## src/rv32v_pkg.sv

```systemverilog
package rv32v_pkg;

    // one element or one bank word
    typedef logic [31:0] word_t;

    // vector register index
    typedef logic [4:0] vreg_sel_t;

    // width of one vector register in bits
    localparam int VLEN_BITS = 128;

    // element width
    typedef enum logic [1:0] {
        SEW8  = 2'd0,
        SEW16 = 2'd1,
        SEW32 = 2'd2
    } sew_t;

    // lane ALU operations
    // min and max take their signedness from opunsigned
    typedef enum logic [3:0] {
        VALU_ADD = 4'd0,
        VALU_SUB = 4'd1,
        VALU_AND = 4'd2,
        VALU_OR  = 4'd3,
        VALU_XOR = 4'd4,
        VALU_MIN = 4'd5,
        VALU_MAX = 4'd6,
        VALU_SEQ = 4'd7,
        VALU_SNE = 4'd8,
        VALU_SLT = 4'd9,
        VALU_SLE = 4'd10,
        VALU_SGT = 4'd11
    } valuop_t;

    // functional unit select
    typedef enum logic {
        VFU_ALU = 1'b0,
        VFU_RED = 1'b1
    } vfu_t;

    // micro-op index inside a register group
    typedef logic [1:0] uop_num_t;

    // vector length in elements, 0 to 16
    typedef logic [4:0] vl_t;

endpackage

```

## src/rv32v_read_xbar.sv

```systemverilog
`timescale 1ns/1ps

module rv32v_read_xbar (
    input  rv32v_pkg::word_t [3:0] bank_dat,
    input  rv32v_pkg::sew_t        veew,
    input  rv32v_pkg::uop_num_t    bank_offset,
    input  logic                   sign_ext,
    output rv32v_pkg::word_t [3:0] out_dat
);
    import rv32v_pkg::*;

    // full register, bank 0 in the low word
    logic [VLEN_BITS-1:0] vreg;

    assign vreg = bank_dat;

    for (genvar k = 0; k < 4; k++) begin : g_lane
        // byte index of this lane's element, wrapping within the register
        logic [3:0]  pos8;
        logic [3:0]  pos16;
        logic [7:0]  elem8;
        logic [15:0] elem16;
        word_t       ext_val;

        // element u*4+k at one byte per element
        assign pos8  = {bank_offset, 2'(k)};
        // element u*4+k at two bytes per element
        assign pos16 = {bank_offset[0], 2'(k), 1'b0};

        assign elem8  = vreg[pos8*8 +: 8];
        assign elem16 = vreg[pos16*8 +: 16];

        always_comb begin
            case (veew)
                SEW8: begin
                    ext_val = sign_ext ? {{24{elem8[7]}}, elem8} : {24'b0, elem8};
                end
                SEW16: begin
                    ext_val = sign_ext ? {{16{elem16[15]}}, elem16} : {16'b0, elem16};
                end
                default: begin
                    // one element per bank, offset has no effect
                    ext_val = bank_dat[k];
                end
            endcase
        end

        assign out_dat[k] = ext_val;
    end

endmodule

```

## config.mk

```make
export PLATFORM = sky130hd
export DESIGN_NAME = rv32v_read_xbar
export DESIGN_NICKNAME = d
export VERILOG_FILES = /design/src/rv32v_pkg.sv /design/src/rv32v_read_xbar.sv
export SDC_FILE = /design/constraint.sdc
export NUM_CORES = 1
export LEC_CHECK = 0
export ABC_AREA = 1
export BUFFER_PORTS_ARGS = -buffer_cell sky130_fd_sc_hd__buf_2
export CORE_AREA = 2 2 100 102
export DETAILED_ROUTE_END_ITERATION = 12
export DIE_AREA = 0 0 102 104
export GPL_TIMING_DRIVEN = 0
export PLACE_DENSITY = 0.72
export SLEW_MARGIN = 40
export SYNTH_ARGS = -nofsm -noshare
export SYNTH_HDL_FRONTEND = slang
export SYNTH_SLANG_ARGS = --single-unit
```

## constraint.sdc

```tcl
create_clock -name vclk -period 1.5
set_clock_uncertainty 0.05 [all_clocks]
set_input_delay 0.225 -clock vclk [all_inputs]
set_output_delay 0.225 -clock vclk [all_outputs]
set_load 0.02 [all_outputs]
```

Word level (Yosys, flattened, before mapping):

Cells that the tools add are included.

* logic and storage cells: 22
* register bits: 0
* bits of input ports: 133
* output and inout port bits: 128

* shift-type cells: 8
* reduce and logical (&&, ||, !) cells: 1
* muxes and demuxes: 12
* equality and inequality tests: 1

Operator list (number)
* indexed part select 128 x 8 -> 16 bit: 4
* indexed part select 128 x 8 -> 8 bit: 4
* 2-to-1 mux 32 bit: 8
* case mux 32 bit (2 select lines): 4
* equality test 2 x 1 -> 1 bit, second input constant: 1
* zero test 2 bit: 1

Depth between registers and ports, before layout:

* word-level depth: 3
* gate-level depth with buffers: 8
* depth with buffers taken out: 6

Worst setup path before layout:

No wires, ideal clock.

* path kind: input-to-output
* start point: input port bank_offset[0]
* end point: output port out_dat[70] (netlist bit)
* stages: 7
* arrival time: 1.177 ns
* data required time: 1.225 ns
* path buffers: 3
* setup slack: 0.048 ns
* cells stage by stage: buf_6 -> buf_4 -> buf_2 -> nand2_1 -> inv_1 -> a21oi_1 -> o211ai_1

RTL lines
* from (decl): RTL line rv32v_read_xbar.sv:6 `input rv32v_pkg::uop_num_t bank_offset,`
* to (decl): RTL line rv32v_read_xbar.sv:8 `output rv32v_pkg::word_t [3:0] out_dat`

==> impl_metrics.json <==
{
  "syn_nets": 845,
  "regArea_um2": 0,
  "instances_no_fill": 1148,
  "yosys.area_share.simple": 0.732,
  "synth_xor_area_frac": 0,
  "max_freq_ghz": 0.604,
  "total_power_mw": 2.95,
  "floorplan.initialDensity": 0.348,
  "synthDominantCellAreaShare": 0.404,
  "synthAdderAreaFrac": 0,
  "nNetsFinal": 1150,
  "yosysTopAreaCell": "nand2_1",
  "fin_setup_tns_ns": -12.90,
  "crit_family": "buffers and inverters",
  "cp-start-kind": "input port",
  "port_buffers": 259,
  "wl_um": 25300,
  "hold_class": "input port to output pin",
  "grt_start_max_net_pins": 11,
  "post-route-drc-count": 0,
  "fp.dieArea_mm2": 0.0106,
  "worst_slew_pin_slew_ns": 0.342,
  "area_growth_pct": 116,
  "p_leak_nw": 4.10,
  "crit_fanout": 7,
  "antenna_found_initial": 0,
  "highest_layer": "met4",
  "startpoint": "veew[0]",
  "violations": "setup timing",
  "wl_met2_um": 11300,
  "critPathMaxStageDelay_ns": 0.28,
  "synth_area_per_cell_um2": 4.67,
  "n_clock_buffer": 0,
  "fillers": 794,
  "ys_top_cells_by_count": "nand2_1 (358), nand3_1 (182), a21oi_1 (55)",
  "cp-end-kind": "output pin",
  "finalHoldViolCount": 0,
  "multiInputGateArea_mm2": 0.00369,
  "power.density_mw_per_mm2": 411,
  "yosys_warnings": 0,
  "num_rows": 36,
  "routed-wl-met3_um": 3580,
  "routabilityCongestion": 0.987,
  "ant_nets": 0,
  "io_pins": 261,
  "drv_slew": 0,
  "synth-compound-area-share": 0.125,
  "hold_start": "bank_dat[10]",
  "fin_crit_ns": 1.65,
  "n_antenna_cell": 0,
  "track_usage": 0.427,
  "ys_types": 17,
  "min_delay_worst_endpoint": "out_dat[10]",
  "rsz0062_at_grt": "yes",
  "cp.arrival_ns": 1.38,
  "fin_ws_ns": -0.155,
  "hpwl_um": 17000,
  "synth.area.mux_share": 0,
  "fin_crit_sh": 1.10,
  "cp_num_buf_inv": 5,
  "drtIter0Drc": 622,
  "crit_path_frequent_cell": "buf_6",
  "synth-seq-area-share": 0,
  "synth_cells": 712,
  "critPathKind": "input port to output pin",
  "seq_cell_count": 0,
  "crit_chain": "buf_6 -> nor2_4 -> buf_6 -> nand4_4 -> buf_6 -> buf_16 -> nand3_2 -> buf_6",
  "drv_cap": 0,
  "firstDrtPassIters": 6,
  "critPathSlowestCell": "nor2_4",
  "status": "finished, violations left",
  "worstPathRequired_ns": 1.22,
  "synthesis.area_mm2": 0.00333,
  "met1Wirelength_um": 8280,
  "overflow": 0,
  "die-height_um": 104,
  "grt_pass1_vias": 6397,
  "core_area_mm2": 0.00955,
  "placed_cells": 1104,
  "layout-drive-gt1-share": 0.507,
  "relSlewSlack": 0.772,
  "max-vdd-ir-drop_mv": 0.253,
  "die_w_um": 102,
  "setup_viol": 126,
  "via_count": 7029,
  "wl_per_cell_um": 22.1,
  "synthTopCellsByArea": "nand2_1 (40%), nand3_1 (27%), a21oi_1 (8.3%), buf_2 (5.1%), buf_6 (4.1%)",
  "grt_pass1_wl_um": 35200,
  "min_path_cells": 4,
  "via_per_inst": 6.12,
  "synth.most_common_cell": "nand2_1",
  "synth_top_family_by_area": "simple AND/OR/NAND/NOR gates"
}
area by class of cell:
class / instances / share of cell area
Multi-Input combinational cell: 630 / 0.515
Timing Repair Buffer: 303 / 0.347
Buffer: 64 / 0.103
Tap cell: 133 / 0.0232
Inverter: 18 / 0.0122
through the flow:
stage	worst slack (ns)	utilization	hold WS, ns	instance area, µm²
2_1_floorplan	0.0475	-	0.597	3330
3_3_place_gp	-0.349	0.502	0.741	4790
3_5_place_dp	-0.346	0.502	0.736	4790
4_1_cts	-0.158	0.680	0.721	6490
5_1_grt	-0.174	0.752	0.747	7180
6_report	-0.155	0.752	0.719	7180
worst max path at each step:
stage / end / slack (ns) / depth (start not counted)
floorplan: out_dat[70] / 0.05 / 7
global placement: out_dat[78] / -0.35 / 6
detailed placement: out_dat[44] / -0.35 / 6
CTS: out_dat[52] / -0.16 / 9
global route: out_dat[107] / -0.17 / 9
finish: out_dat[43] / -0.15 / 8
routing by layer:
layer  global-route usage  vias to the layer above
li1                     -                     2975
met1                0.525                     3171
met2                0.696                      676
met3               0.0961                      207
met4                0.203                        0
met5                    0                        -
logic make-up (layout without fill, tap and decap cells):
logic type	after synthesis	in the layout
simple gates	554	554
buf+inv	82	385
compound gates	76	76
power breakdown:
group	switching, mW	internal, mW	total [mW]
logic	1.69	1.26	2.95
clock network	0	0	0
registers	0	0	0
total	1.69	1.26	2.95
repair_timing:
action	4_1_cts	5_1_grt
hold buffers	0	0
setup endpoints to repair	126	128
setup buffers	29	4
gates cloned	11	0
pin swaps	11	30
resized for setup	369	158
layout by cell type, fill, tap and decap left out, drive strengths merged:
master,instances
a21oi,55
buf,358
clkbuf,9
clkinv,1
inv,17
nand2,358
nand3,190
nand4,4
nor2,2
o211ai,14
o21ai,7
Power figures use the tool's default switching activity.
