### src/rv32v_pkg.sv
package rv32v_pkg;

    // one element or one bank word
    typedef logic [31:0] word_t;

    // vector register index
    typedef logic [4:0] vreg_sel_t;

    // width of one vector register in bits
    localparam int VLEN_BITS = 128;

    // element width
    typedef enum logic [1:0] {
        SEW8  = 2'd0,
        SEW16 = 2'd1,
        SEW32 = 2'd2
    } sew_t;

    // lane ALU operations
    // min and max take their signedness from opunsigned
    typedef enum logic [3:0] {
        VALU_ADD = 4'd0,
        VALU_SUB = 4'd1,
        VALU_AND = 4'd2,
        VALU_OR  = 4'd3,
        VALU_XOR = 4'd4,
        VALU_MIN = 4'd5,
        VALU_MAX = 4'd6,
        VALU_SEQ = 4'd7,
        VALU_SNE = 4'd8,
        VALU_SLT = 4'd9,
        VALU_SLE = 4'd10,
        VALU_SGT = 4'd11
    } valuop_t;

    // functional unit select
    typedef enum logic {
        VFU_ALU = 1'b0,
        VFU_RED = 1'b1
    } vfu_t;

    // micro-op index inside a register group
    typedef logic [1:0] uop_num_t;

    // vector length in elements, 0 to 16
    typedef logic [4:0] vl_t;

endpackage

### src/rv32v_vector_bank.sv
`timescale 1ns/1ps

module rv32v_vector_bank #(
    parameter int NUM_REGS = 32
) (
    input  logic                CLK,
    input  logic                rst,
    input  rv32v_pkg::vreg_sel_t vs1,
    input  rv32v_pkg::vreg_sel_t vs2,
    input  rv32v_pkg::vreg_sel_t vw,
    input  rv32v_pkg::word_t    vwdata,
    input  logic [3:0]          byte_wen,
    output rv32v_pkg::word_t    vdat1,
    output rv32v_pkg::word_t    vdat2,
    output rv32v_pkg::word_t    v0
);
    import rv32v_pkg::*;

    // this bank's 32-bit slice of every vector register
    word_t regs [NUM_REGS];

    // byte-enabled write, visible to reads one cycle later
    always_ff @(posedge CLK) begin
        if (rst) begin
            for (int r = 0; r < NUM_REGS; r++) begin
                regs[r] <= '0;
            end
        end else begin
            for (int b = 0; b < 4; b++) begin
                if (byte_wen[b]) begin
                    regs[vw][b*8 +: 8] <= vwdata[b*8 +: 8];
                end
            end
        end
    end

    // two asynchronous read ports
    assign vdat1 = regs[vs1];
    assign vdat2 = regs[vs2];

    // mask register always visible to the mask unit
    assign v0 = regs[0];

endmodule

### config.mk
export PLATFORM = sky130hd
export DESIGN_NAME = rv32v_vector_bank
export DESIGN_NICKNAME = d
export VERILOG_FILES = /design/src/rv32v_pkg.sv /design/src/rv32v_vector_bank.sv
export SDC_FILE = /design/constraint.sdc
export NUM_CORES = 2
export LEC_CHECK = 0
export BUFFER_PORTS_ARGS = -buffer_cell sky130_fd_sc_hd__clkbuf_2
export CORE_UTILIZATION = 50
export CTS_BUF_LIST = sky130_fd_sc_hd__clkbuf_8
export DETAILED_ROUTE_END_ITERATION = 8
export PLACE_DENSITY = 0.66
export SLEW_MARGIN = 10
export SYNTH_ARGS = -nofsm -noshare
export SYNTH_HDL_FRONTEND = slang
export SYNTH_SLANG_ARGS = --single-unit
export TNS_END_PERCENT = 5
### constraint.sdc
create_clock -name CLK -period 3.1 [get_ports CLK]
set_input_delay 0.465 -clock CLK [delete_from_list [all_inputs] [get_ports CLK]]
set_output_delay 0.465 -clock CLK [all_outputs]
set_load 0.005 [all_outputs]
# Word-level counts from Yosys, hierarchy flattened
# Memories as Yosys holds them, arrays and structs flattened.
# Index checks and enable logic that the tools add are counted.
# totals
register_bits,0
ramBits,1024
output_inout_bits,96
wordCells,19
mem_count,1
# classes
n_mux,17
reduce_logical,1
# memory_table
memory,words,word_bits,read_ports,rd_ports_with_merged_regs,write_ports,line,source
regs,32,32,3,0,32,rv32v_vector_bank.sv:20,word_t regs [NUM_REGS];
# op_table
operator,n
two-way mux 32 bit,1
OR reduction 32 bit,1
two-way mux 1 bit,14
two-way mux 5 bit,1
two-way mux 4 bit,1

# Depth between registers and ports, before layout
# depth
ltp_word,5
mapped_depth,8
ltp_nobuf,5

# Worst setup path before layout
# Ideal clock, no wire load.
# synth_timing
path_type,input to output
start,in vs1[1]
end,out vdat1[25]
t_arrival_ns,1.564
required_time_ns,2.635
path_slack_ns,1.071
stages,8
path_cell_list,buf_4 -> buf_6 -> buf_6 -> buf_6 -> mux2i_1 -> a22oi_1 -> a31oi_1 -> nand3_1
# synth_between
elab_chain_len,1
# synth_lines
item,line,source
start: declaration,rv32v_vector_bank.sv:8,"input rv32v_pkg::vreg_sel_t vs1,"
memory read (32 x 32 bit),--,
end: declaration,rv32v_vector_bank.sv:13,"output rv32v_pkg::word_t vdat1,"
# Every way passes these cells.

# Worst setup path after layout
# layout_timing
start,in vs1[2]
end,out vdat1[30]
# The elaborated chain is that of the path after synthesis.

==> results.sh <==
export IMPL_status="finished clean"
export IMPL_antenna_found_initial=11
export IMPL_postCtsSetupBuffers=0
export IMPL_path_max_fanout=21
export IMPL_coreArea_mm2=0.113
export IMPL_fillCellCount=9525
export IMPL_dpl_cell_count=6287
export IMPL_final_layout_size_suffix_gt1_frac=0.144
export IMPL_cts_clk_slew_worst_paths_ns=0.06
export IMPL_slew_headroom=0.275
export IMPL_ys_ff_latch=1024
export IMPL_synth_area_leader_cell="edfxtp_1"
export IMPL_track_usage=0.309
export IMPL_hold_path_class="input pin to register"
export IMPL_synth_common_cells="and2_1, edfxtp_1, mux2i_1, nand2_1"
export IMPL_drt_iter0_drc=4659
export IMPL_cts_tree="built"
export IMPL_ir_drop_mv=0.330
export IMPL_hold_ws_ns=0.422
export IMPL_post_route_drc_count=0
export IMPL_root_buffer="clkbuf_8"
export IMPL_largest_reg_flops=1024
export IMPL_avgSynthCellArea_um2=11.9
export IMPL_clkSinkCount=1024
export IMPL_netSwitchingPower_mw=8.69
export IMPL_area_growth_pct=11.0
export IMPL_grt_pass1_wl_mm=262
export IMPL_start_kind="input pin"
export IMPL_synthTopCellsByArea="edfxtp_1, mux2i_1, and2_1"
export IMPL_finalCriticalPeriod_ns=3.08
export IMPL_setup_slack_ns=0.0195
export IMPL_dpl_hpwl_mm=122
export IMPL_p_per_area_mw_per_mm2=510
export IMPL_critPathKind="input pin to primary output"
export IMPL_power_leakage_nw=25.3
export IMPL_cp_arrival_ns=2.62
export IMPL_start_util=0.505
export IMPL_final_area_mm2=0.0632
export IMPL_fin_crit_sh=0.994
export IMPL_ioPinCount=149
export IMPL_power_internal_mw=23.5
export IMPL_seqCellArea_mm2=0.0307
export IMPL_required_ns=2.63
export IMPL_reg_top3="regs (1024)"
export IMPL_layout_cells_non_filler=6602
export IMPL_post_route_util=0.561
export IMPL_cts_buffers=172
export IMPL_place_ws_ns=0.0329
export IMPL_clock_path_buffers=3
export IMPL_via_per_inst=6.11
export IMPL_netlist_instances=4794
export IMPL_async_flop_share=0
export IMPL_yosysMostFrequentCell="and2_1"
export IMPL_htree_levels=4
export IMPL_switching_share=0.270
export IMPL_syn_num_nets=4847
export IMPL_setup_viol=0
export IMPL_worst_pin_slew_ns=1.08
export IMPL_die_area_mm2=0.115
export IMPL_finalHoldViolCount=0
export IMPL_placed_area_mm2=0.0599
export IMPL_synth_edff_count=1024
export IMPL_wl_mm=182
export IMPL_grt_max_degree=66
export IMPL_yosysSeqAreaShare=0.540
export IMPL_ys_types=23
export IMPL_finalPower_mw=32.2
export IMPL_die_h_um=339
export IMPL_synth_warnings=0
export IMPL_firstDrtPassIters=8
export IMPL_crit_path_end_kind="primary output"
export IMPL_max_cap_viol_count=0
export IMPL_regMostFlops="regs"
export IMPL_gp_routability_congestion=0.931
export IMPL_synth_top_area_share=0.540
export IMPL_maxSlewViolCount=0
export IMPL_p_seq_frac=0.511
export IMPL_p_clk_frac=0.364
export IMPL_clock_fmax_mhz=325
export IMPL_grt_pass1_vias=38900
export IMPL_die_x_um=339
export IMPL_min_path_cells=6
export IMPL_fp_row_count=123
export IMPL_wl_per_cell_um=27.6
export IMPL_tns_ns=0
export IMPL_pwr_share_comb=0.126
export IMPL_port_buffers=148
export IMPL_antenna_left=0
export IMPL_ys_flop_type="edfxtp_1"
export IMPL_num_vias=40300
export IMPL_final_net_count=5014
export IMPL_multi_input_area_mm2=0.0243
export IMPL_grt_remaining_overflow=0
export IMPL_rsz0062_at_grt="false"
export IMPL_syn_area_mm2=0.0569
[critical path: stages]
cell,delay [ns]
clkbuf_2,0.16
nor2b_4,0.57
buf_12,0.26
buf_4,0.32
a22oi_1,0.14
a31oi_1,0.38
nand3_1,0.15
clkbuf_2,0.15
[kinds of logic (layout without fill, tap and decap cells)]
logic type      count (synthesis)  count (layout)  synth area share
compound gates                576             576            0.0689
buf+inv                       377             681            0.0349
flops                        1024            1024             0.540
mux                          1024            1024             0.180
other cells                     0               4                 0
simple gates                 1793            1793             0.176
[layout by cell type, fill, tap and decap left out, types with 4 or more instances in the layout]
| master | netlist | final |
|---|---|---|
| nand2b_2 | 0 | 4 |
| edfxtp_1 | 1024 | 1024 |
| clkinv_1 | 0 | 52 |
| clkbuf_2 | 0 | 145 |
| or2_2 | 130 | 130 |
| nor2_1 | 132 | 130 |
| buf_4 | 61 | 175 |
| a22oi_1 | 192 | 192 |
| nor3_1 | 65 | 64 |
| nand3_1 | 192 | 190 |
| nor2b_4 | 0 | 4 |
| mux2i_1 | 1024 | 1024 |
| clkbuf_8 | 0 | 179 |
| nand2b_1 | 8 | 4 |
| clkinvlp_4 | 0 | 4 |
| a31oi_1 | 64 | 60 |
| inv_1 | 0 | 47 |
| diode_2 | 0 | 4 |
| and2_1 | 1027 | 1025 |
| a31oi_2 | 0 | 4 |
| nand2_1 | 227 | 225 |
| clkinv_2 | 0 | 18 |
| a21oi_1 | 192 | 192 |
| a22o_1 | 128 | 128 |
| bufinv_16 | 0 | 9 |
| buf_12 | 0 | 48 |
[power by group through the flow]
stage	Clock, mW	Combinational [mW]	Sequential, mW
2_1_floorplan	0	2.48	16.5
3_3_place_gp	0	3.94	16.7
3_5_place_dp	0	3.97	16.7
4_1_cts	11.8	3.98	16.4
5_1_grt	12.4	4.24	16.5
6_report	11.7	4.05	16.5
[area by class of cell]
cell class | instances | area share
Timing Repair Buffer | 370 | 0.0480
Tap cell | 1500 | 0.0297
Sequential cell | 1024 | 0.487
Clock inverter | 132 | 0.0123
Antenna cell | 4 | 0.000158
Multi-Input combinational cell | 3393 | 0.384
Clock buffer | 179 | 0.0390
[layer usage]
metal,up-vias,part of all wire,GRT usage
met1,20100,0.42,0.427
met4,14,0.041,0.131
met3,372,0.084,0.0625
met2,1958,0.45,0.474
li1,17900,-,-
met5,-,0.00044,0
[timing repair]
item                                    in CTS  in global routing
endpoints found under the setup margin       3                  2
hold buffers                                 0                  0
resized for setup                            5                  2
[worst paths after layout]
kind                   startpoint                         to  slack, ns
worst max-delay path       vs1[2]                  vdat1[30]       0.02
worst min-delay path  byte_wen[1]  regs[9][12]$_SDFFCE_PN0P_       0.42
Note: power is estimated with default switching activity, not from simulation.
