File: src/rv32v_pkg.sv
package rv32v_pkg;

    // one element or one bank word
    typedef logic [31:0] word_t;

    // vector register index
    typedef logic [4:0] vreg_sel_t;

    // width of one vector register in bits
    localparam int VLEN_BITS = 128;

    // element width
    typedef enum logic [1:0] {
        SEW8  = 2'd0,
        SEW16 = 2'd1,
        SEW32 = 2'd2
    } sew_t;

    // lane ALU operations
    // min and max take their signedness from opunsigned
    typedef enum logic [3:0] {
        VALU_ADD = 4'd0,
        VALU_SUB = 4'd1,
        VALU_AND = 4'd2,
        VALU_OR  = 4'd3,
        VALU_XOR = 4'd4,
        VALU_MIN = 4'd5,
        VALU_MAX = 4'd6,
        VALU_SEQ = 4'd7,
        VALU_SNE = 4'd8,
        VALU_SLT = 4'd9,
        VALU_SLE = 4'd10,
        VALU_SGT = 4'd11
    } valuop_t;

    // functional unit select
    typedef enum logic {
        VFU_ALU = 1'b0,
        VFU_RED = 1'b1
    } vfu_t;

    // micro-op index inside a register group
    typedef logic [1:0] uop_num_t;

    // vector length in elements, 0 to 16
    typedef logic [4:0] vl_t;

endpackage

File: src/rv32v_vfu.sv
`timescale 1ns/1ps

module rv32v_vfu (
    input  rv32v_pkg::word_t   vopA,
    input  rv32v_pkg::word_t   vopB,
    input  logic               mask_bit,
    input  rv32v_pkg::sew_t    vsew,
    input  rv32v_pkg::valuop_t valuop,
    input  logic               vopunsigned,
    output rv32v_pkg::word_t   vres
);
    import rv32v_pkg::*;

    logic  eq;
    logic  lt_s;
    logic  lt_u;
    logic  lt;
    word_t alu_res;
    word_t narrow_res;

    // operands arrive extended, so a 32-bit compare is exact
    assign eq   = (vopA == vopB);
    assign lt_s = ($signed(vopA) < $signed(vopB));
    assign lt_u = (vopA < vopB);
    assign lt   = vopunsigned ? lt_u : lt_s;

    always_comb begin
        case (valuop)
            VALU_ADD: begin
                alu_res = vopA + vopB;
            end
            VALU_SUB: begin
                alu_res = vopA - vopB;
            end
            VALU_AND: begin
                alu_res = vopA & vopB;
            end
            VALU_OR: begin
                alu_res = vopA | vopB;
            end
            VALU_XOR: begin
                alu_res = vopA ^ vopB;
            end
            VALU_MIN: begin
                alu_res = lt ? vopA : vopB;
            end
            VALU_MAX: begin
                alu_res = lt ? vopB : vopA;
            end
            // compares give a single 0 or 1
            VALU_SEQ: begin
                alu_res = {31'b0, eq};
            end
            VALU_SNE: begin
                alu_res = {31'b0, !eq};
            end
            VALU_SLT: begin
                alu_res = {31'b0, lt};
            end
            VALU_SLE: begin
                alu_res = {31'b0, lt || eq};
            end
            VALU_SGT: begin
                alu_res = {31'b0, !(lt || eq)};
            end
            default: begin
                alu_res = '0;
            end
        endcase
    end

    // back to element width, then sign-extended again
    always_comb begin
        case (vsew)
            SEW8: begin
                narrow_res = {{24{alu_res[7]}}, alu_res[7:0]};
            end
            SEW16: begin
                narrow_res = {{16{alu_res[15]}}, alu_res[15:0]};
            end
            default: begin
                narrow_res = alu_res;
            end
        endcase
    end

    // masked-off lane keeps the old value
    assign vres = mask_bit ? narrow_res : vopA;

endmodule

File: config.mk
export PLATFORM = sky130hd
export DESIGN_NAME = rv32v_vfu
export DESIGN_NICKNAME = d
export VERILOG_FILES = /design/src/rv32v_pkg.sv /design/src/rv32v_vfu.sv
export SDC_FILE = /design/constraint.sdc
export NUM_CORES = 1
export LEC_CHECK = 0
export ABC_AREA = 0
export ABC_CLOCK_PERIOD_IN_PS = 5400
export BUFFER_PORTS_ARGS = -buffer_cell sky130_fd_sc_hd__buf_2
export CAP_MARGIN = 15
export CORE_MARGIN = 8
export CORE_UTILIZATION = 40
export DETAILED_ROUTE_END_ITERATION = 6
export GPL_ROUTABILITY_DRIVEN = 1
export SYNTH_ARGS = -nofsm -noshare
export SYNTH_HDL_FRONTEND = slang
export SYNTH_SLANG_ARGS = --single-unit
File: constraint.sdc
create_clock -name vclk -period 5.4
set_input_delay 0.54 -clock vclk [all_inputs]
set_output_delay 0.54 -clock vclk [all_outputs]
set_load 0.05 [all_outputs]
# Yosys cells after proc, flatten, opt, wreduce, memory -nomap -nowiden

Index checks and enable logic that the tools add are counted.

Flip-flop bits (word level): 0
Input port bits: 72
Output and inout port bits: 32
Word-level logic and storage cells: 31

Add/subtract/negate cells: 2
$lt $le $gt $ge: 2
Eq/ne operators: 13
Muxes and demuxes: 6
Bitwise logic cells: 3
Reduce and logical (&&, ||, !) cells: 5

Operators by type and width:

| kind                                                             | count |
|---|---|
| 32-bit case mux with 12 select lines                             | 1 |
| 32-bit two-way mux                                               | 3 |
| 32-bit < comparator                                              | 2 |
| 32-bit case mux with 2 select lines                              | 1 |
| 32-bit adder                                                     | 1 |
| 32-bit bitwise AND                                               | 1 |
| 32-bit == test                                                   | 1 |
| 32-bit OR                                                        | 1 |
| 32-bit subtractor                                                | 1 |
| 32-bit XOR                                                       | 1 |
| 4-bit by 3-bit == test with 1-bit output (second input constant) | 4 |
| 4-bit == test (second input constant)                            | 4 |
| 4-bit by 2-bit == test with 1-bit output (second input constant) | 2 |
| 4-bit by 1-bit == test with 1-bit output (second input constant) | 1 |
| 4-bit zero test                                                  | 1 |
| 2-bit by 1-bit == test with 1-bit output (second input constant) | 1 |
| 1-bit zero test                                                  | 2 |
| 2-bit zero test                                                  | 1 |
| 1-bit logical OR                                                 | 1 |
| 1-bit two-way mux                                                | 1 |

# Depth between registers and ports, before layout

Word-level depth: 7
Gate-level depth with buffers: 16

# Worst setup path before layout

Ideal clock, no wire load.

Path kind: input port to output port
Start: input port vopA[0]
End: output port vres[16]
Arrival time: 4.613 ns
Setup slack: 0.247 ns
Stages on the path: 15
Buffers on the path: 1
Path through: inv_1 > ha_1 > inv_1 > fa_1 > nor2b_1 > o311ai_1 > a211o_1 > and3_4 > o211ai_4 > mux2_1 > o2111a_1 > o311ai_4 > buf_2 > nor3_1 > a311oi_1

Word-level cells in the longest chain between the ends: 6

Ends and longest elaborated chain:

| element                                       | line                             | RTL |
|---|---|---|
| from (decl)                                   | rv32v_vfu.sv:4                   | `input rv32v_pkg::word_t vopA,` |
| 32-bit < comparator, on equally long branches | rv32v_vfu.sv:23, rv32v_vfu.sv:24 |  |
| 1-bit two-way mux                             | rv32v_vfu.sv:25                  | `assign lt = vopunsigned ? lt_u : lt_s;` |
| 32-bit two-way mux, on equally long branches  | rv32v_vfu.sv:48, rv32v_vfu.sv:45 |  |
| 32-bit case mux with 12 select lines (*)      | rv32v_vfu.sv:28                  | `case (valuop)` |
| 32-bit case mux with 2 select lines (*)       | rv32v_vfu.sv:74                  | `case (vsew)` |
| 32-bit two-way mux (*)                        | rv32v_vfu.sv:88                  | `assign vres = mask_bit ? narrow_res : vopA;` |
| to (decl)                                     | rv32v_vfu.sv:10                  | `output rv32v_pkg::word_t vres` |

Mark *: on every way between the ends. The rest lies on a longest branch, timed or not.

# Final worst setup path

Start: input port vopA[0]
End: output port vres[29]

The elaborated chain is that of the path after synthesis.

==> out/results.ini <==
[synthesis]
mappedNetlistArea_um2=6210
synth.avg_cell_area_um2=6.71
yosysWarningCount=0
yosysUniqueCellTypes=87
ys_seq_area_share_pct=0
synthesis.nets=1096
syn_inst=926

[global_route]
grt_usage_pct=22.9
grt_antenna_before_repair=0
grt_pass1_vias=6981
grt_pass1_wl_um=37500
grt_max_degree=32
grt_overflow=0

[run_status]
status=finished, final reports clean

[timing]
hold_viol=0
rsz0062_at_grt=no
finalSetupViolations=0
tightest_slew_ns=0.982
maxSlewHeadroom_pct=34.0
drv_slew=0
setup_tns_ns=0
setup_ws_ns=0.387
fin_crit_ns=5.01
timing.fmax_ghz=0.199
min_period_over_period_pct=92.8

[floorplan]
core_area_um2=15200
die_y_um=141
pin_count=104
fp.dieW_um=141
initial_utilization_pct=40.8
row_count=45
die_area_um2=19800

[placement]
numPortBuffers=104
preCtsSetupSlack_ns=0.421
place_hpwl_um=18900
globalplace.congestion=0.970

[routing]
wl_per_cell_um=20.3
totalWireLength_um=24200
vias_per_cell=6.29
ant_nets=0
dr.pass1.iters=7
drc_errors=0
drtIter0Drc=653
vias=7476

[critical_path]
crit_fanout=16
arrival_ns=4.47
critPathLaunchType=input port
required_ns=4.86
worstSetupPathType=input port to primary output
end_kind=primary output

[worst_hold_path]
holdPathStages=4
hp-start=vopA[2]
whs_endpoint=vres[2]
hp-class=input port to primary output

[finish]
nets=1173
drive_gt1_share_pct=17.3
n_antenna_cell=0
clockBufferCount=0
syn_to_final_growth_pct=11.5
num-fill-cells=1615
seq_cells=0
ff_latch_area_um2=0

[power]
p_per_area_nw_per_um2=124
vdd_drop_max_uv=62.6
finalPower_uw=860
power.static_leakage_uw=0.00320

[clocking]
cts_setup_buffers=0
holdBufCountCts=0
cts-resized-gates=0

[flow_run]
maxCapViolations=0

placed cells by master (no fill, tap or decap), types with 13 or more instances in the layout:
cell type	n
a21oi_1	84
buf_2	104
buf_4	27
nand2_1	74
a221oi_1	13
a221o_1	16
a21o_1	18
xnor2_1	16
nor3_1	15
o21a_1	17
nor2_1	70
a211oi_1	17
o211ai_1	13
ha_1	96
nor2b_1	18
inv_1	90
o21ai_0	69
a22oi_1	17
nand3_1	22
metal layers:
metal	share of wire, %	track usage, %
met5	0	0
met4	2.6	5.83
met3	7.1	2.09
met2	46	39.2
met1	44	30.1
how the worst max path moves through the flow:
stage	from	end	slack, ns	cells past startpoint
after CTS	vopA[0]	vres[25]	0.40	18
after global placement	vopA[1]	vres[25]	0.54	15
after detailed placement	vopA[0]	vres[25]	0.42	18
after global routing	vopA[19]	vres[13]	0.18	15
after floorplan	vopA[0]	vres[16]	0.25	15
final	vopA[0]	vres[29]	0.39	18
synthesized netlist by cell type, types with 6 or more instances:
master / number / area (µm²)
buf_2: 13 / 65.1
nand3_1: 22 / 110
o211ai_1: 13 / 97.6
a211o_1: 9 / 78.8
a211oi_1: 17 / 128
nand2_1: 74 / 278
a21o_1: 18 / 135
a2bb2oi_1: 9 / 78.8
o22ai_1: 6 / 37.5
nor2b_1: 18 / 113
nor3_1: 18 / 90.1
o221ai_1: 10 / 87.6
a221o_1: 16 / 160
a21oi_1: 84 / 420
or3_1: 7 / 43.8
o31ai_1: 8 / 60.1
o31a_1: 6 / 52.6
mux2i_1: 6 / 60.1
nor4_1: 8 / 50.1
a22oi_1: 17 / 128
xnor2_1: 16 / 140
o21ai_0: 69 / 345
or2_2: 6 / 37.5
a221oi_1: 13 / 114
nor2_1: 70 / 263
o21a_1: 17 / 128
o21bai_1: 11 / 82.6
ha_1: 96 / 1200
clkbuf_1: 35 / 131
inv_1: 90 / 338
nand2b_1: 11 / 68.8
logic make-up after synthesis:
group	after synthesis	share of synthesized area [%]
AO/OA/AOI/OAI	389	45.3
XOR/XNOR	17	2.52
adder cells (fa/ha/maj)	98	20.0
buffers and inverters	151	10.1
multiplexers	9	1.51
AND/OR/NAND/NOR	262	20.7
worst max-delay path, stage by stage:
cell      delay (ns)
buf_2           0.13
inv_1           0.08
ha_1            0.18
inv_1           0.06
fa_1            0.41
nor2b_1         0.17
o311ai_1        0.24
buf_4           0.18
a211o_1         0.17
and3_4          0.23
o211ai_4        0.12
mux2_1          0.35
o2111a_1        0.18
o311ai_4        0.49
buf_4           0.33
o32a_1          0.18
o31a_1          0.17
buf_2           0.28
per-stage QoR:
step / cells / utilization [%] / hold slack [ns] / area [µm²]
floorplan: 926 / - / 1.32 / 6210
global placement: 1189 / 45.6 / 1.52 / 6930
detailed placement: 1189 / 45.6 / 1.52 / 6930
CTS: 1189 / 45.6 / 1.52 / 6930
global route: 1189 / 45.6 / 1.55 / 6930
finish: 1189 / 45.6 / 1.52 / 6930
cell type report:
type	instances	area (µm²)	share of cell area (%)
inverter	95	357	5.15
tap	188	235	3.40
multi-input combinational	775	5610	81.0
timing repair buffer	131	723	10.4
where the power goes:
group	switching [µW]	internal, µW
Clock	0	0
Sequential	0	0
Combinational	563	297
Total	563	297
Note: power is estimated with default switching activity, not from simulation.
