===== config.mk =====
export PLATFORM = sky130hd
export DESIGN_NAME = rv32v_reduction_unit
export DESIGN_NICKNAME = d
export VERILOG_FILES = /design/src/rv32v_pkg.sv /design/src/rv32v_reduction_unit.sv
export SDC_FILE = /design/constraint.sdc
export NUM_CORES = 1
export LEC_CHECK = 0
export BUFFER_PORTS_ARGS = -buffer_cell sky130_fd_sc_hd__buf_2
export CORE_UTILIZATION = 60
export DETAILED_ROUTE_END_ITERATION = 8
export PLACE_DENSITY = 0.81
export SYNTH_ARGS = -nofsm -noshare
export SYNTH_HDL_FRONTEND = slang
export SYNTH_SLANG_ARGS = --single-unit

===== constraint.sdc =====
create_clock -name vclk -period 40.7
set_input_delay 4.07 -clock vclk [all_inputs]
set_output_delay 4.07 -clock vclk [all_outputs]
set_load 0.005 [all_outputs]

===== src/rv32v_pkg.sv =====
package rv32v_pkg;

    // one element or one bank word
    typedef logic [31:0] word_t;

    // vector register index
    typedef logic [4:0] vreg_sel_t;

    // width of one vector register in bits
    localparam int VLEN_BITS = 128;

    // element width
    typedef enum logic [1:0] {
        SEW8  = 2'd0,
        SEW16 = 2'd1,
        SEW32 = 2'd2
    } sew_t;

    // lane ALU operations
    // min and max take their signedness from opunsigned
    typedef enum logic [3:0] {
        VALU_ADD = 4'd0,
        VALU_SUB = 4'd1,
        VALU_AND = 4'd2,
        VALU_OR  = 4'd3,
        VALU_XOR = 4'd4,
        VALU_MIN = 4'd5,
        VALU_MAX = 4'd6,
        VALU_SEQ = 4'd7,
        VALU_SNE = 4'd8,
        VALU_SLT = 4'd9,
        VALU_SLE = 4'd10,
        VALU_SGT = 4'd11
    } valuop_t;

    // functional unit select
    typedef enum logic {
        VFU_ALU = 1'b0,
        VFU_RED = 1'b1
    } vfu_t;

    // micro-op index inside a register group
    typedef logic [1:0] uop_num_t;

    // vector length in elements, 0 to 16
    typedef logic [4:0] vl_t;

endpackage


===== src/rv32v_reduction_unit.sv =====
`timescale 1ns/1ps

module rv32v_reduction_unit #(
    parameter int NUM_LANES = 4
) (
    input  rv32v_pkg::valuop_t               valuop,
    input  logic                             vopunsigned,
    input  rv32v_pkg::word_t [NUM_LANES-1:0] vdat_in,
    input  rv32v_pkg::word_t                 vacc,
    input  logic [NUM_LANES-1:0]             vmask_in,
    output rv32v_pkg::word_t                 vdat_out
);
    import rv32v_pkg::*;

    word_t pad_word;
    word_t acc;

    // one step of the fold
    function automatic word_t red_op(input word_t a, input word_t b,
                                     input valuop_t op, input logic uns);
        logic a_lt_b;
        a_lt_b = uns ? (a < b) : ($signed(a) < $signed(b));
        case (op)
            VALU_AND: red_op = a & b;
            VALU_OR:  red_op = a | b;
            VALU_XOR: red_op = a ^ b;
            VALU_MIN: red_op = a_lt_b ? a : b;
            VALU_MAX: red_op = a_lt_b ? b : a;
            default:  red_op = a + b;
        endcase
    endfunction

    // identity value for inactive lanes
    always_comb begin
        case (valuop)
            VALU_AND: begin
                pad_word = '1;
            end
            VALU_MIN: begin
                // largest value loses nothing in a min
                pad_word = vopunsigned ? 32'hffff_ffff : 32'h7fff_ffff;
            end
            VALU_MAX: begin
                pad_word = vopunsigned ? 32'h0000_0000 : 32'h8000_0000;
            end
            default: begin
                pad_word = '0;
            end
        endcase
    end

    // scalar accumulator first, then lanes 0 upward
    always_comb begin
        acc = vacc;
        for (int k = 0; k < NUM_LANES; k++) begin
            acc = red_op(acc, vmask_in[k] ? vdat_in[k] : pad_word, valuop, vopunsigned);
        end
    end

    assign vdat_out = acc;

endmodule


# Word level (Yosys, flattened, before mapping)
# Cells that the tools add are included.
[totals]
reg_bits = 0
in_bits = 169
out_inout_bits = 32
word_cells = 52
[op_classes]
n_addsub = 4
n_lt_le_gt_ge = 8
eq_ne = 5
n_mux = 23
bitwise = 12
[ops]
columns = ["cell", "n"]
rows = [
  ["$pmux W32 S5", 4],
  ["$mux W32", 14],
  ["$lt A32 B32 Y1", 8],
  ["$add A32 B32 Y32", 4],
  ["$and A32 B32 Y32", 4],
  ["$or A32 B32 Y32", 4],
  ["$xor A32 B32 Y32", 4],
  ["$pmux W32 S3", 1],
  ["$eq A4 B3 Y1 const B", 3],
  ["$eq A4 B2 Y1 const B", 2],
  ["$mux W1", 4],
]

# Longest topological paths before layout
# Gate-level depths: netlist of run 1.
[logic_depth]
ltp_word = 19
depth_mapped = 64
depth_no_buf = 56

# Worst setup path after synthesis of run 1
# No wires, ideal clock.
[synth_path]
path_type = "input -> output"
from = "input port valuop[0]"
to = "output port vdat_out[31]"
t_arrival_ns = 16.600
required_ns = 36.630
setup_slack_ns = 20.030
path_stages = 57
path_buffers = 10
path_cell_list = "clkbuf_1 -> nand2b_1 -> o22ai_1 -> nand2b_1 -> nor2_1 -> clkbuf_1 -> clkbuf_1 -> a21o_1 -> inv_1 -> ha_1 -> buf_2 -> or4_1 -> nor4b_2 -> a2111oi_0 -> nand4_1 -> a21oi_1 -> or2_1 -> buf_2 -> (+21 left out) -> o21ai_0 -> a2111oi_0 -> nor2_1 -> ha_1 -> or4_1 -> nor3_1 -> o21a_1 -> a2111oi_0 -> o221ai_1 -> a211oi_1 -> and2b_1 -> a221oi_2 -> buf_4 -> nor2_2 -> or2_2 -> buf_2 -> a221oi_1 -> o211ai_1"
[synth_via]
elab_chain_len = 19
elab_cells_between_ends = 50
classes_between = "add/sub: 4; order compare: 8; eq/ne: 5; mux: 21; bitwise: 12"
[synth_rtl]
columns = ["item", "line", "text"]
rows = [
  ["from (decl)", "rv32v_reduction_unit.sv:6", "input rv32v_pkg::valuop_t valuop,"],
  ["$eq A4 B3 Y1 or $eq A4 B2 Y1 (tied branches)", "rv32v_reduction_unit.sv:23, rv32v_reduction_unit.sv:35", ""],
  ["$pmux W32 S3", "rv32v_reduction_unit.sv:35", "case (valuop)"],
  ["$mux W32", "rv32v_reduction_unit.sv:56", "acc = red_op(acc, vmask_in[k] ? vdat_in[k] : pad_word, valuop, vopunsigned);"],
  ["$lt A32 B32 Y1", "rv32v_reduction_unit.sv:22", "a_lt_b = uns ? (a < b) : ($signed(a) < $signed(b));"],
  ["$mux W1", "rv32v_reduction_unit.sv:22", ""],
  ["$mux W32 (on tied branches)", "rv32v_reduction_unit.sv:28, rv32v_reduction_unit.sv:27", ""],
  ["$pmux W32 S5", "rv32v_reduction_unit.sv:23", "case (op)"],
  ["$lt A32 B32 Y1", "rv32v_reduction_unit.sv:22", ""],
  ["(+3 left out)", "-", ""],
  ["$lt A32 B32 Y1", "rv32v_reduction_unit.sv:22", ""],
  ["$mux W1", "rv32v_reduction_unit.sv:22", ""],
  ["$mux W32 (on tied branches)", "rv32v_reduction_unit.sv:28, rv32v_reduction_unit.sv:27", ""],
  ["$pmux W32 S5", "rv32v_reduction_unit.sv:23", ""],
  ["$lt A32 B32 Y1", "rv32v_reduction_unit.sv:22", ""],
  ["$mux W1", "rv32v_reduction_unit.sv:22", ""],
  ["$mux W32 (on tied branches)", "rv32v_reduction_unit.sv:28, rv32v_reduction_unit.sv:27", ""],
  ["$pmux W32 S5 (*)", "rv32v_reduction_unit.sv:23", ""],
  ["to (decl)", "rv32v_reduction_unit.sv:11", "output rv32v_pkg::word_t vdat_out"],
]
# Every way passes the cells marked *; elsewhere a longest branch is shown, timed or not.

# Final worst setup path of run 1
[layout_path]
from = "input port valuop[1]"
to = "output port vdat_out[31]"
# Same word-level chain as after synthesis.

==> results of run 1 <==
-- logic make-up after synthesis --
kind of cell / count (synthesis)
AOI/OAI and AO/OA: 1076
muxes: 17
xor gates and xnor gates: 81
buffers and inverters: 494
adders and majority gates: 388
and+or+nand+nor: 675
-- metal layers --
metal / vias up / GRT usage [%] / wire length, µm
met1: 9946 / 54.5 / 27800
met5: - / 0 / 0
met2: 1288 / 70.1 / 31100
met4: 0 / 21.1 / 3820
met3: 256 / 5.48 / 6900
li1: 9989 / - / -
-- stage by stage --
step | hold WS [ps] | instance area, µm² | util, % | instances
floorplan | 8410 | 18400 | - | 2731
global placement | 8600 | 19400 | 65.0 | 3169
detailed placement | 8610 | 19400 | 65.0 | 3169
CTS | 8620 | 19400 | 65.0 | 3169
global route | 8660 | 19400 | 65.0 | 3169
finish | 8610 | 19400 | 65.0 | 3171
-- worst max path at each step --
stage	start	end	depth (start not counted)	slack, ps
global route	valuop[1]	vdat_out[22]	55	14330
floorplan	valuop[0]	vdat_out[31]	57	20030
CTS	valuop[1]	vdat_out[25]	54	15820
global placement	valuop[1]	vdat_out[31]	55	16310
detailed placement	valuop[1]	vdat_out[25]	54	15880
finish	valuop[1]	vdat_out[31]	55	15240
-- final cells by class --
class / instances / area (µm²)
Inverter: 311 / 1170
Multi-Input combinational cell: 2237 / 16500
Tap cell: 390 / 488
Fill cell: 2803 / 10400
Timing Repair Buffer: 231 / 1260
Antenna cell: 2 / 5.00
-- cell usage after synthesis (all sizes together) (20+ instances only) --
cell,number
a211oi,28
a21o,152
a21oi,278
a221oi,72
a31oi,21
and2,23
and3,21
buf,57
clkbuf,126
ha,384
inv,311
nand2,209
nand2b,28
nand3,34
nand4,21
nor2,191
nor2b,27
nor3,55
o2111ai,22
o211ai,67
o21a,44
o21ai,164
o21bai,25
o221ai,39
o31ai,20
xnor2,47
xor2,34
==> reports/qor.yml, run 1 <==
status: "finished clean"
syn-instance-count: 2731
ant_nets: 0
critPathMaxStageDelay_ps: 980
cp_max_fo: 23
place_ws_ps: 15880
rows: 63
slew_violations: 0
cp-end-kind: "primary output"
critical_path_class: "in2out"
whs_path_depth: 5
layout.nets: 3338
grt_pass1_vias: 20100
cp-start-kind: "input port"
ctsResizeCount: 0
num_vias: 21500
hold_path_end: "vdat_out[28]"
crit_buf_inv: 8
final_common_cell: "ha_1"
synth_top_area_share_pct: 26.1
min_path_type: "in2out"
tns_ps: 0
maxCapViolCount: 0
fin_crit_ps: 25460
drive_above_1_share_pct: 10.6
synth_top_family_by_area: "compound AO/OA/AOI/OAI gates"
synth-xor-area-share_pct: 4.00
clock.fmax_mhz: 39.3
holdCritStartpoint: "vdat_in[124]"
final_cell_mix: "ha_1 (384), inv_1 (311), a21oi_1 (277)"
synthesis.area_um2: 18400
drt_iter0_drc: 2401
die-area_um2: 31300
critPathTopFamily: "compound AO/OA/AOI/OAI gates"
ios: 201
period_share_pct: 62.6
syn_area_per_cell_um2: 6.73
arrival_ps: 21390
start_util_pct: 61.5
synth_cell_type_count: 103
drc: 0
seq_area_um2: 0
synthesis.nets: 3288
setup_slack_ps: 15240
fp.dieW_um: 177
relSlewSlack_pct: 22.8
rsz0062_at_grt: "false"
dp_hpwl_mm: 52.0
core_area_um2: 29900
synth-adder-area-share_pct: 26.6
synthMuxAreaShare_pct: 0.953
tightest_slew_ps: 1130
yosysWarnings: 0
setup_viol: 0
drt-total-wl_mm: 69.6
area_growth_pct: 5.74
postCtsSetupRepairBufs: 0
firstDrtPassIters: 6
grt_usage_pct: 42.7
clock_buffers: 0
cp_slowest_cell: "a2111oi_0"
wl_per_cell_um: 21.9
io_buffers: 201
postCtsHoldBufs: 0
grt_pass1_wl_mm: 107
synth-compound-area-share_pct: 40.4
numSequentialCells: 0
synthTopCellsByArea: "ha_1 (26%), a21oi_1 (7.5%), inv_1 (6.4%)"
grt_max_degree: 177
die_y_um: 177
yosys.area_share.simple_pct: 17.6
antenna_found_initial: 1
gp_congestion: 1.01
synth.largest_area_cell: "ha_1"
via_per_inst: 6.77
yosysSeqAreaShare_pct: 0
finalHoldViolCount: 0
crit_required_ps: 36630
grt-ovfl-total: 0
==> inputs of run 2 (changes only) <==
- clock period: 40.7 -> 24.1 ns (I/O delays scaled with it)
==> run 2 against run 1 <==
Non-clock buffer count is 2 higher. First-iteration DRC count is 13% higher. Setup slack worse by 14000 ps. Global-route usage is 0.36 points higher. Clock-buffer cell count stayed put.
==> reports/qor.yml, run 2 (same netlist as run 1, synthesis figures left out) <==
status: "finished clean"
crit_required_ps: 21690
start_util_pct: 61.5
firstDrtPassIters: 8
layout.nets: 3340
postCtsHoldBufs: 0
via_per_inst: 6.87
rsz0062_at_grt: "false"
hold_ws_ps: 5310
critical_path_class: "in2out"
cp_max_fo: 23
p_per_area_nw_per_um2: 60.9
tightest_slew_ps: 1320
grt-ovfl-total: 0
final_cell_mix: "ha_1 (384), inv_1 (311), a21oi_1 (277)"
wl_per_cell_um: 22.1
postCtsSetupRepairBufs: 0
drt_iter0_drc: 2725
critPathTopFamily: "compound AO/OA/AOI/OAI gates"
io_buffers: 201
core_area_um2: 29900
num_vias: 21800
critPathMaxStageDelay_ps: 1040
ant_nets: 0
ios: 201
gp_congestion: 1.03
maxCapViolCount: 0
fp.dieW_um: 177
final_common_cell: "ha_1"
p_leak_nw: 9.93
grt_pass1_wl_mm: 108
cp_slowest_cell: "mux2i_1"
slew_violations: 0
min_path_type: "in2out"
crit_buf_inv: 9
period_share_pct: 95.5
dp_hpwl_mm: 52.3
fin_crit_ps: 23020
numSequentialCells: 0
clock.fmax_mhz: 43.4
vdd_drop_max_uv: 49.7
utilization_pct: 65.1
finalHoldViolCount: 0
grt_pass1_vias: 20200
rows: 63
setup_viol: 0
grt_usage_pct: 43.0
die-area_um2: 31300
n_antenna_cell: 0
cp-start-kind: "input port"
drc: 0
area_growth_pct: 5.79
tns_ps: 0
drive_above_1_share_pct: 10.6
seq_area_um2: 0
clock_buffers: 0
antenna_found_initial: 1
arrival_ps: 20610
die_y_um: 177
grt_max_degree: 177
relSlewSlack_pct: 9.79
cp-end-kind: "primary output"
drt-total-wl_mm: 70.2
ctsResizeCount: 0
-- run 2: cell types whose count changed in the layout (fill, tap and decap cells not counted), sizes merged --
cell | previous run | this run
buf | 231 | 233
diode | 2 | 0
-- run 2: final timing paths --
path | from | to | slack, ps | cells past startpoint
worst max-delay path | valuop[1] | vdat_out[22] | 1080 | 55
worst min-delay path | vdat_in[112] | vdat_out[16] | 5310 | 5
-- run 2: area by class of cell --
cell class | count | area [µm²]
multi-input combinational | 2237 | 16500
timing repair buffer | 233 | 1270
tap | 390 | 488
fill | 2818 | 10400
inverter | 311 | 1170
-- run 2: tightest hold or removal path, stage by stage --
cell and delay (ps):
buf_2 70, a21o_1 140, a2111oi_0 100, o21ai_1 60
buf_2 110
-- run 2: per-layer routing --
metal  share of wire [%]  track usage (%)  wire (µm)
met5                   0                0          0
met4                 6.4             23.8       4490
met3                 9.6             3.61       6750
met2                  44             68.9      30700
met1                  40             56.6      28300
-- run 2: through the flow --
step	setup WS, ps	power (mW)	area, µm²	std cells
floorplan	6750	0.837	18400	2731
global placement	2350	1.12	19400	3171
detailed placement	1950	1.14	19400	3171
CTS	1910	1.15	19400	3171
global route	472	1.28	19400	3171
finish	1080	1.18	19400	3171
-- run 2: power by group --
| group | total, mW | internal [mW] | switching (mW) |
|---|---|---|---|
| Clock | 0 | 0 | 0 |
| Combinational | 1.18 | 0.446 | 0.739 |
| Sequential | 0 | 0 | 0 |
Note: power is estimated with default switching activity, not from simulation.
